[src/fc_pkg.sv]
package fc_pkg;

    //////////////////////////////////////////////////////////////////////
    // Data layout
    //////////////////////////////////////////////////////////////////////

    localparam int LANES      = 8;
    localparam int WORD_W     = 64;
    localparam int FM_WORDS   = 48;
    localparam int CLASSES    = 27;
    localparam int FM_ADDR_W  = 9;
    localparam int WT_ADDR_W  = 13;
    localparam int CLASS_W    = 5;
    localparam int WORD_IDX_W = 6;

    // Datapath widths
    localparam int PROD_W  = 16;
    localparam int ACC_W   = 24;
    localparam int SCORE_W = 8;

    // Score scaling and int8 clamp
    localparam int SCORE_SHIFT = 4;
    localparam int SCORE_MAX   = 127;
    localparam int SCORE_MIN   = -128;

    // Run controller states
    localparam int STATE_W = 2;
    localparam logic [STATE_W-1:0] ST_IDLE  = 2'd0;
    localparam logic [STATE_W-1:0] ST_ISSUE = 2'd1;
    localparam logic [STATE_W-1:0] ST_DRAIN = 2'd2;

    //////////////////////////////////////////////////////////////////////
    // One memory word, stored raw, decoded as eight int8 lanes
    //////////////////////////////////////////////////////////////////////

    // Lane 0 sits in the low byte
    typedef union packed {
        logic [WORD_W-1:0]           raw;
        logic [LANES-1:0][7:0]       lane;
    } fc_word_u;

endpackage

[src/fc_dot_unit.sv]
module fc_dot_unit (
    input  logic                           clk,
    input  logic                           rst_n,
    input  logic                           i_word_valid,
    input  logic                           i_word_last,
    input  fc_pkg::fc_word_u               i_fm_word,
    input  fc_pkg::fc_word_u               i_wt_word,
    output logic                           o_dot_valid,
    output logic signed [fc_pkg::ACC_W-1:0] o_dot_sum
);
    import fc_pkg::*;

    logic signed [PROD_W-1:0] prod_q [LANES];
    logic signed [ACC_W-1:0]  sum4 [4];
    logic signed [ACC_W-1:0]  sum2 [2];
    logic signed [ACC_W-1:0]  tree_sum;
    logic signed [ACC_W-1:0]  tree_q;
    logic signed [ACC_W-1:0]  acc_q;
    logic                     v1_q;
    logic                     l1_q;
    logic                     v2_q;
    logic                     l2_q;
    logic                     acc_fresh;

    //////////////////////////////////////////////////////////////////////
    // Stage 1 computes eight signed lane products
    //////////////////////////////////////////////////////////////////////

    always_ff @(posedge clk) begin
        for (int i = 0; i < LANES; i++) begin
            prod_q[i] <= $signed(i_fm_word.lane[i]) * $signed(i_wt_word.lane[i]);
        end
    end

    //////////////////////////////////////////////////////////////////////
    // Stage 2 sums the products in an adder tree
    //////////////////////////////////////////////////////////////////////

    always_comb begin
        for (int j = 0; j < 4; j++) begin
            sum4[j] = prod_q[2*j] + prod_q[2*j+1];
        end
        for (int k = 0; k < 2; k++) begin
            sum2[k] = sum4[2*k] + sum4[2*k+1];
        end
        tree_sum = sum2[0] + sum2[1];
    end

    always_ff @(posedge clk) begin
        tree_q <= tree_sum;
    end

    //////////////////////////////////////////////////////////////////////
    // Stage 3 accumulates per class
    //////////////////////////////////////////////////////////////////////

    // Restart from zero on the word after a class's last word
    always_ff @(posedge clk) begin
        if (v2_q) begin
            acc_q <= (acc_fresh ? '0 : acc_q) + tree_q;
        end
    end

    assign o_dot_sum = acc_q;

    // Valid and last follow the data down the pipe
    always_ff @(posedge clk or negedge rst_n) begin
        if (!rst_n) begin
            v1_q        <= 1'b0;
            l1_q        <= 1'b0;
            v2_q        <= 1'b0;
            l2_q        <= 1'b0;
            acc_fresh   <= 1'b1;
            o_dot_valid <= 1'b0;
        end else begin
            v1_q        <= i_word_valid;
            l1_q        <= i_word_last;
            v2_q        <= v1_q;
            l2_q        <= l1_q;
            o_dot_valid <= v2_q & l2_q;
            if (v2_q) begin
                acc_fresh <= l2_q;
            end
        end
    end

    // Last is only meaningful on a valid word
    a_last_has_valid: assert property (
        @(posedge clk) disable iff (!rst_n) i_word_last |-> i_word_valid
    );

endmodule

[config.mk]
export PLATFORM = sky130hd
export DESIGN_NAME = fc_dot_unit
export DESIGN_NICKNAME = d
export VERILOG_FILES = /design/src/fc_pkg.sv /design/src/fc_dot_unit.sv
export SDC_FILE = /design/constraint.sdc
export NUM_CORES = 2
export LEC_CHECK = 0
export BUFFER_PORTS_ARGS = -buffer_cell sky130_fd_sc_hd__buf_2
export CORE_ASPECT_RATIO = 1.5
export CORE_MARGIN = 8
export CORE_UTILIZATION = 58
export CTS_CLUSTER_SIZE = 30
export DETAILED_ROUTE_END_ITERATION = 7
export GPL_TIMING_DRIVEN = 1
export PLACE_DENSITY = 0.78
export REMOVE_ABC_BUFFERS = 1
export SYNTH_ARGS = -nofsm -noshare
export SYNTH_HDL_FRONTEND = slang
export SYNTH_SLANG_ARGS = --single-unit
[constraint.sdc]
create_clock -name clk -period 3.98 [get_ports clk]
set_input_delay 1.194 -clock clk [delete_from_list [all_inputs] [get_ports clk]]
set_output_delay 1.194 -clock clk [all_outputs]
set_load 0.05 [all_outputs]
==> impl_metrics.env <==
export IMPL_die_w_um=197
export IMPL_maxCapViolCount=0
export IMPL_drv_slew=0
export IMPL_clk_latency_ps=460
export IMPL_ios=157
export IMPL_status="finished, violations left"
export IMPL_crit_fanout=7
export IMPL_synth_area_leader_cell="fa_1"
export IMPL_ys_types=58
export IMPL_clkSlewWorstSetupHoldPaths_ps=70
export IMPL_syn_avg_cell_area_um2=9.49
export IMPL_postCtsHoldBufs=0
export IMPL_rsz0062_at_grt="true"
export IMPL_drtAntennaViolNets=0
export IMPL_finalCritPeriodShare_pct=123
export IMPL_drc_errors=0
export IMPL_max_slew_margin_pct=28.1
export IMPL_violations="negative setup slack"
export IMPL_grt_pass1_wl_um=126000
export IMPL_r2r_setup_slack_ps=-690
export IMPL_critPathMaxStageDelay_ps=600
export IMPL_finalClockSkew_ps=11.1
export IMPL_synth_enable_flop_cells=24
export IMPL_cts_htree_levels=4
export IMPL_yosysMostFrequentCell="inv_1"
export IMPL_synth_area_um2=28600
export IMPL_layout_drive_gt1_share_pct=33.4
export IMPL_dieArea_um2=56800
export IMPL_synth_ff_type="dfxtp_1"
export IMPL_yosys_register_bits=177
export IMPL_worstMarginPinSlew_ps=1080
export IMPL_cp_data_required_time_ps=4360
export IMPL_rows=99
export IMPL_setup_violations=79
export IMPL_fmax_mhz=204
export IMPL_setup_slack_ps=-927
export IMPL_gr_total_overflow=0
export IMPL_antenna_cells=0
export IMPL_ys_warnings_count=0
export IMPL_dp_hpwl_um=60200
export IMPL_track_usage_pct=27.5
export IMPL_whs_endpoint="v2_q$_DFF_PN0_"
export IMPL_grt_max_degree=27
export IMPL_startpoint_type="input pin"
export IMPL_io_buffer_count=156
export IMPL_synth_top_area_share_pct=37.8
export IMPL_grt_pass1_vias=26600
export IMPL_drtIter0Drc=989
export IMPL_num_vias=23278
export IMPL_hold_depth=0
export IMPL_arrival_ps=5290
export IMPL_cts_tree="yes"
export IMPL_clock_path_buffers=2
export IMPL_core_area_um2=48700
export IMPL_chipHeight_um=288
export IMPL_end_kind="flop"
export IMPL_gp_congestion=0.976
export IMPL_avgViaCountPerCell=5.32
export IMPL_r2r_end="tree_q[15]$_DFF_P_"
export IMPL_hold_violations=0
export IMPL_startpoint="i_fm_word[42]"
export IMPL_wl_per_cell_um=19.0
export IMPL_period_minus_slack_ps=4910
export IMPL_routed_wirelength_um=82900
export IMPL_crit_type="input pin to flop"
export IMPL_initial_utilization_pct=58.8
export IMPL_nNetsFinal=4649
export IMPL_syn_to_final_growth_pct=32.1
export IMPL_drtPass1Iterations=7
export IMPL_synth_area_leaders="fa_1, ha_1, inv_1"
export IMPL_path_cells="buf_2 > buf_4 > and2_1 > fa_1 > fa_1 > fa_1 > inv_1 > fa_1 > inv_1 > ha_4 > o21a_1 > o21a_1 > a41o_1 > o41ai_2 > xnor2_1"
export IMPL_numCtsBuffers=17
export IMPL_hp_class="flop to flop"
export IMPL_clock_sinks=177
export IMPL_timing_rr_start="prod_q[1][18]$_DFF_P_"
export IMPL_hp_start="v1_q$_DFF_PN0_"
export IMPL_antenna_found_initial=0
export IMPL_postLayoutCoreUtil_pct=77.6
export IMPL_reg2reg_depth=16
export IMPL_crit_path_frequent_cell="fa_1"
export IMPL_async_flop_share_pct=3.39
export IMPL_syn_inst=3016
export IMPL_synthTopCellsByCount="inv_1, fa_1, and2_1, ha_1, nand2_1"
export IMPL_slowest_stage="fa_1"
export IMPL_root_buffer="clkbuf_16"
export IMPL_ys_seq_area_share_pct=13.3
[layer usage]
layer | vias to the layer above | global-route usage [%] | wire length [µm]
met5 | - | 0 | 0
met4 | 0 | 16.0 | 5930
met3 | 401 | 3.17 | 2890
met2 | 798 | 54.0 | 46200
met1 | 11681 | 27.0 | 27900
li1 | 10398 | - | -
[cells by family (layout without fill, tap and decap cells)]
family / after synthesis / after routing / synth area share, %
multiplexers: 10 / 10 / 0.389
flip-flops: 177 / 177 / 13.3
adder cells (fa/ha/maj): 814 / 814 / 49.8
AO/OA/AOI/OAI: 256 / 256 / 6.10
XOR/XNOR: 168 / 168 / 5.14
buffers and inverters: 858 / 1558 / 11.3
AND/OR/NAND/NOR: 733 / 733 / 14.0
[metrics by stage]
| step | std cells | hold WS (ps) | area, µm² | setup WS [ps] | TNS (ps) |
|---|---|---|---|---|---|
| after floorplan | 3012 | 331 | 28600 | -993 | -38090 |
| after global placement | 4270 | 332 | 33500 | -1280 | -70570 |
| after detailed placement | 4270 | 340 | 33500 | -1320 | -74860 |
| after CTS | 4350 | 349 | 36300 | -766 | -28810 |
| after global routing | 4372 | 350 | 37800 | -1050 | -42760 |
| final | 4372 | 350 | 37800 | -927 | -34430 |
[layout make-up]
class                   instances  area (µm²)
multi-input cells            1981       23900
fillers                      2905       10900
clock buffers                  19         464
repair buffers                672        5460
flip-flops and latches        177        3820
clock inverters                13         118
well taps                     656         821
inverters                     854        3210
[worst max-delay path by stage]
| stage | slack [ps] | end |
|---|---|---|
| after floorplan | -990 | prod_q[0][15]$_DFF_P_ |
| after global placement | -1280 | prod_q[1][31]$_DFF_P_ |
| after detailed placement | -1320 | prod_q[1][31]$_DFF_P_ |
| after CTS | -770 | prod_q[1][62]$_DFF_P_ |
| after global routing | -1050 | prod_q[1][31]$_DFF_P_ |
| final | -930 | prod_q[1][31]$_DFF_P_ |
[cells in the final DEF, fill, tap and decap left out, types with 23 or more instances in the layout]
master and count:
xnor2_2 25, fa_1 507, buf_4 429, a21oi_1 43, nand2_2 23, nor2b_1 58
ha_1 192, fa_2 33, and2_1 257, nand2_1 131, nand2b_1 23, inv_2 122
buf_6 136, inv_1 730, xnor2_1 116, dfxtp_1 144, nor2_1 48, a21o_1 29
ha_4 70, edfxtp_1 24, and2_4 80, buf_2 89
[flip-flops by register name (all words and copies together) (netlist names)]
signal and count:
acc_fresh 1, l1_q 1, l2_q 1, o_dot_sum 24
o_dot_valid 1, prod_q 128, tree_q 19, v1_q 1
v2_q 1
[worst max-delay path, delay by kind of cell]
kind | cells | cell delay (ps)
AO/OA/AOI/OAI | 4 | 1080
XOR/XNOR | 1 | 160
adder cells (fa/ha/maj) | 5 | 2260
buffers and inverters | 4 | 430
AND/OR/NAND/NOR | 1 | 160
[timing repair]
item	CTS	global route
gates resized for setup	474	354
cloned	0	0
endpoints found under the setup margin	80	86
pin swaps	251	259
setup buffers	72	45
Power is left out: the tool's default activity adds up to more than one toggle a clock period on the data nets, which glitch-free logic cannot reach.
