[src/fc_pkg.sv]
package fc_pkg;

    //////////////////////////////////////////////////////////////////////
    // Data layout
    //////////////////////////////////////////////////////////////////////

    localparam int LANES      = 8;
    localparam int WORD_W     = 64;
    localparam int FM_WORDS   = 48;
    localparam int CLASSES    = 27;
    localparam int FM_ADDR_W  = 9;
    localparam int WT_ADDR_W  = 13;
    localparam int CLASS_W    = 5;
    localparam int WORD_IDX_W = 6;

    // Datapath widths
    localparam int PROD_W  = 16;
    localparam int ACC_W   = 24;
    localparam int SCORE_W = 8;

    // Score scaling and int8 clamp
    localparam int SCORE_SHIFT = 4;
    localparam int SCORE_MAX   = 127;
    localparam int SCORE_MIN   = -128;

    // Run controller states
    localparam int STATE_W = 2;
    localparam logic [STATE_W-1:0] ST_IDLE  = 2'd0;
    localparam logic [STATE_W-1:0] ST_ISSUE = 2'd1;
    localparam logic [STATE_W-1:0] ST_DRAIN = 2'd2;

    //////////////////////////////////////////////////////////////////////
    // One memory word, stored raw, decoded as eight int8 lanes
    //////////////////////////////////////////////////////////////////////

    // Lane 0 sits in the low byte
    typedef union packed {
        logic [WORD_W-1:0]           raw;
        logic [LANES-1:0][7:0]       lane;
    } fc_word_u;

endpackage

[src/fc_classifier.sv]
module fc_classifier (
    input  logic                               clk,
    input  logic                               rst_n,
    input  logic                               i_start,
    input  logic [fc_pkg::FM_ADDR_W-1:0]       i_fm_base_addr,
    input  logic [fc_pkg::WT_ADDR_W-1:0]       i_wt_base_addr,
    output logic [fc_pkg::FM_ADDR_W-1:0]       o_fm_addr,
    output logic [fc_pkg::WT_ADDR_W-1:0]       o_wt_addr,
    output logic                               o_word_valid,
    output logic                               o_word_last,
    input  logic                               i_dot_valid,
    input  logic signed [fc_pkg::ACC_W-1:0]    i_dot_sum,
    output logic                               o_busy,
    output logic                               o_result_valid,
    output logic [fc_pkg::CLASS_W-1:0]         o_result_class,
    output logic signed [fc_pkg::SCORE_W-1:0]  o_result_score
);
    import fc_pkg::*;

    logic [STATE_W-1:0]        state;
    logic [WORD_IDX_W-1:0]     word_idx;
    logic [CLASS_W-1:0]        class_idx;
    logic [WT_ADDR_W-1:0]      class_off;
    logic [FM_ADDR_W-1:0]      fm_base_q;
    logic [WT_ADDR_W-1:0]      wt_base_q;
    logic [CLASS_W-1:0]        dot_cnt;
    logic                      start_ok;
    logic                      last_word;
    logic                      last_class;
    logic                      run_done;
    logic signed [ACC_W-1:0]   sum_shr;
    logic signed [SCORE_W-1:0] score_sat;
    logic                      take_best;

    assign start_ok   = i_start && (state == ST_IDLE);
    assign last_word  = (word_idx == WORD_IDX_W'(FM_WORDS - 1));
    assign last_class = (class_idx == CLASS_W'(CLASSES - 1));
    assign run_done   = i_dot_valid && (dot_cnt == CLASS_W'(CLASSES - 1));
    assign o_busy     = (state != ST_IDLE);

    //////////////////////////////////////////////////////////////////////
    // Run FSM and address generation
    //////////////////////////////////////////////////////////////////////

    always_ff @(posedge clk or negedge rst_n) begin
        if (!rst_n) begin
            state     <= ST_IDLE;
            word_idx  <= '0;
            class_idx <= '0;
            class_off <= '0;
            fm_base_q <= '0;
            wt_base_q <= '0;
        end else begin
            case (state)
                ST_IDLE: begin
                    if (start_ok) begin
                        state     <= ST_ISSUE;
                        word_idx  <= '0;
                        class_idx <= '0;
                        class_off <= '0;
                        fm_base_q <= i_fm_base_addr;
                        wt_base_q <= i_wt_base_addr;
                    end
                end
                ST_ISSUE: begin
                    if (last_word) begin
                        word_idx <= '0;
                        if (last_class) begin
                            state <= ST_DRAIN;
                        end else begin
                            class_idx <= class_idx + 1'b1;
                            class_off <= class_off + WT_ADDR_W'(FM_WORDS);
                        end
                    end else begin
                        word_idx <= word_idx + 1'b1;
                    end
                end
                ST_DRAIN: begin
                    // Wait for the last class to leave the dot unit
                    if (run_done) begin
                        state <= ST_IDLE;
                    end
                end
                default: begin
                    state <= ST_IDLE;
                end
            endcase
        end
    end

    assign o_fm_addr = fm_base_q + FM_ADDR_W'(word_idx);
    assign o_wt_addr = wt_base_q + class_off + WT_ADDR_W'(word_idx);

    // Strobes delayed one cycle to meet the RAM read data
    always_ff @(posedge clk or negedge rst_n) begin
        if (!rst_n) begin
            o_word_valid <= 1'b0;
            o_word_last  <= 1'b0;
        end else begin
            o_word_valid <= (state == ST_ISSUE);
            o_word_last  <= (state == ST_ISSUE) && last_word;
        end
    end

    //////////////////////////////////////////////////////////////////////
    // Scaling, clamp and argmax
    //////////////////////////////////////////////////////////////////////

    always_comb begin
        sum_shr = i_dot_sum >>> SCORE_SHIFT;
        if (sum_shr > SCORE_MAX) begin
            score_sat = SCORE_W'(SCORE_MAX);
        end else if (sum_shr < SCORE_MIN) begin
            score_sat = SCORE_W'(SCORE_MIN);
        end else begin
            score_sat = sum_shr[SCORE_W-1:0];
        end
    end

    // Strictly greater only, so ties keep the lower class
    assign take_best = (dot_cnt == '0) || (score_sat > o_result_score);

    always_ff @(posedge clk or negedge rst_n) begin
        if (!rst_n) begin
            dot_cnt        <= '0;
            o_result_valid <= 1'b0;
            o_result_class <= '0;
            o_result_score <= '0;
        end else begin
            if (start_ok) begin
                dot_cnt        <= '0;
                o_result_valid <= 1'b0;
            end else if (i_dot_valid) begin
                dot_cnt <= dot_cnt + 1'b1;
                if (run_done) begin
                    o_result_valid <= 1'b1;
                end
            end
            if (i_dot_valid && take_best) begin
                o_result_class <= dot_cnt;
                o_result_score <= score_sat;
            end
        end
    end

    // Dot sums only come back during a run
    a_no_dot_when_idle: assert property (
        @(posedge clk) disable iff (!rst_n) i_dot_valid |-> (state != ST_IDLE)
    );

    a_valid_not_busy: assert property (
        @(posedge clk) disable iff (!rst_n) !(o_result_valid && o_busy)
    );

endmodule

[config.mk]
export PLATFORM = sky130hd
export DESIGN_NAME = fc_classifier
export DESIGN_NICKNAME = d
export VERILOG_FILES = /design/src/fc_pkg.sv /design/src/fc_classifier.sv
export SDC_FILE = /design/constraint.sdc
export NUM_CORES = 1
export LEC_CHECK = 0
export ABC_AREA = 1
export CORE_MARGIN = 2
export CORE_UTILIZATION = 64
export CTS_CLUSTER_DIAMETER = 200
export DETAILED_ROUTE_END_ITERATION = 8
export DONT_BUFFER_PORTS = 1
export GPL_TIMING_DRIVEN = 1
export PLACE_DENSITY = 0.77
export SETUP_SLACK_MARGIN = 0.02
export SYNTH_ARGS = -nofsm -noshare
export SYNTH_HDL_FRONTEND = slang
export SYNTH_SLANG_ARGS = --single-unit
export TNS_END_PERCENT = 20
[constraint.sdc]
create_clock -name clk -period 2.8 [get_ports clk]
set_input_delay 0.28 -clock clk [delete_from_list [all_inputs] [get_ports clk]]
set_output_delay 0.28 -clock clk [all_outputs]
set_load 0.1 [all_outputs]
==> impl_metrics.ini <==
[finish]
syn_to_final_growth_pct = 25.4
utilization_pct = 83.2
antenna_cells = 0
layout.nets = 666
drive_above_1_share_pct = 21.1
n_fill_cell = 375

[clocking]
clockRootBuffer = clkbuf_8
clk_latency_ns = 0.35
cts_sinks = 65
cts_htree_levels = 3
clkSlewWorstSetupHoldPaths_ns = 0.07
clock_path_buffers = 2
cts_made_buffers = 9
cts_tree = done

[grt]
grt_pass1_vias = 3760
grt.total_usage_pct = 28.8
grt_max_degree = 66
grt.busiest_layer = met2
met3_usage_pct = 5.25
antenna_found_initial = 0
grt_pass1_wl_mm = 16.5
grtUsageMet1_pct = 35.6
grt_overflow = 0
grt_util_met2_pct = 49.2

[yosys]
post-synth-top-area-cell = dfrtp_1
avgSynthCellArea_um2 = 7.98
ys_warn_count = 0
synth_flop_cell = dfrtp_1
syn_area_um2 = 4210
synth.most_common_cell = nand2_1
ys_async_sr_fraction_pct = 100
syn_nets = 624
ys_top_cells_by_count = 171 x nand2_1, 65 x dfrtp_1, 55 x inv_1
synth_edf_count = 0
ys_seq_area_share_pct = 38.6
synth_top_area_share_pct = 38.6
synth.distinct_cells = 38
ys_top_cells_by_area = dfrtp_1 39%, nand2_1 15%, ha_1 12%
syn-instance-count = 528
ys_seq_elements = 65

[critical_path]
cp_max_fo = 5
worstPathRequired_ns = 2.52
crit_type = reg -> out
crit_arrival_ns = 2.64
end_kind = primary output
cp_common_cell = a21oi_2
cp_cell_sequence = fa_1 -> ha_4 -> a21oi_2 -> o21a_1 -> o21ai_4 -> a21oi_2 -> xor2_2 -> buf_12
crit_path_top_delay_cell = fa_1
slowest_delay_ns = 0.62
startpoint_type = flip-flop

[timing]
tightest_slew_ns = 0.918
period_minus_slack_ns = 2.92
hold_viol = 0
relSlewSlack_pct = 38.8
rsz0062_at_grt = yes
fin_crit_sh_pct = 104
worst_slack_ns = -0.116
drv_slew = 0
finClkSkew_ns = 0.00841
setup_violations = 6
fmax_ghz = 0.343
setup_tns_ns = -0.441

[detailed_routing]
via_count = 3755
wl_mm = 10.4
first_pass_iters = 5
ant_nets = 0
wl_per_cell_um = 16.0
drc = 0
vias_per_cell = 5.77
drt-initial-drc-count = 216

[status]
status = finished, violations left
violations = negative setup slack

[floorplan]
core_um2 = 6350
rows = 29
die_h_um = 85.1
ios = 89
start_util_pct = 66.3
die_w_um = 85.1
die-area_um2 = 7250

[place]
routabilityCongestion = 0.838
portBuffers = 0
dp_slack_ns = 0.157
place_hpwl_mm = 6.62

[worst_hold_path]
hp-class = in -> reg

[flow_run]
maxCapViolations = 0
-- logic make-up after synthesis --
family / Yosys count / synth area share, %
simple gates: 260 / 26.1
xor+xnor: 26 / 5.41
fa+ha+maj: 46 / 14.4
flops: 65 / 38.6
compound gates: 59 / 8.76
buf+inv: 72 / 6.71
-- area by class of cell --
class	instances	area, µm²	share of cell area, %
clock inverters	3	40.0	0.758
well taps	77	96.3	1.82
inverters	61	234	4.43
clock buffers	12	155	2.94
repair buffers	42	470	8.91
flip-flops and latches	65	1630	30.9
multi-input cells	391	2660	50.3
-- final timing paths --
kind	cells past startpoint	slack, ns	end	start
worst max-delay path	8	-0.12	o_wt_addr[10]	word_idx[5]
worst min-delay path	2	0.05	fm_base_q[3]	i_fm_base_addr[3]
worst max register to register	7	0.81	dot_cnt[1]	state[1]
worst min register to register	2	0.48	wt_base_q[1]	wt_base_q[1]
max in group asynchronous	2	2.04	word_idx[3]	rst_n
min in group asynchronous	2	0.45	class_off[12]	rst_n
-- state kept, by name, summed over array words and instances (netlist names) --
signal / count
o_result_class: 5
o_result_valid: 1
class_idx: 5
dot_cnt: 5
o_word_last: 1
word_idx: 6
wt_base_q: 13
class_off: 9
state: 2
o_word_valid: 1
o_result_score: 8
fm_base_q: 9
-- routing by layer --
layer	vias to the layer above	part of all wire (%)
li1	1791	-
met1	1800	40
met2	135	52
met3	29	5.5
met4	0	2.6
met5	-	0
-- critical path: cells and delay by family, from the launching register on --
family / cells / cell delay, ns
AOI/OAI and AO/OA: 4 / 0.62
buffers and inverters: 1 / 0.20
adders and majority gates: 2 / 0.87
DFF: 1 / 0.41
xor gates and xnor gates: 1 / 0.20
-- cell usage in the layout, fill, tap and decap left out, types with 6 or more instances in the layout --
cell type / synthesis / routed
a21oi_1: 21 / 16
buf_12: 0 / 10
buf_4: 0 / 28
clkbuf_8: 0 / 11
dfrtp_1: 65 / 62
ha_1: 42 / 35
ha_4: 0 / 6
inv_1: 55 / 54
nand2_1: 171 / 168
nand3_1: 31 / 28
nand4_1: 9 / 9
nor2_1: 30 / 29
nor3_1: 9 / 8
o21ai_1: 7 / 9
xor2_1: 21 / 8
xor2_2: 0 / 11
-- timing repair --
action / 4_1_cts / 5_1_grt
pin swaps: 13 / 10
hold endpoints to repair: 65 / 0
hold buffers: 2 / 0
gates resized for setup: 21 / 24
endpoints found under the setup margin: 9 / 9
setup buffers: 2 / 4
-- through the flow --
stage | hold WS (ns) | cells | area (µm²)
final | 0.0516 | 651 | 5280
after global routing | 0.0566 | 651 | 5280
after CTS | 0.0476 | 647 | 5140
after detailed placement | -0.0143 | 628 | 4800
after global placement | -0.0142 | 628 | 4800
after floorplan | -0.0156 | 528 | 4310
Power is left out: the tool's default activity adds up to more than one toggle a clock period on the data nets, which glitch-free logic cannot reach.
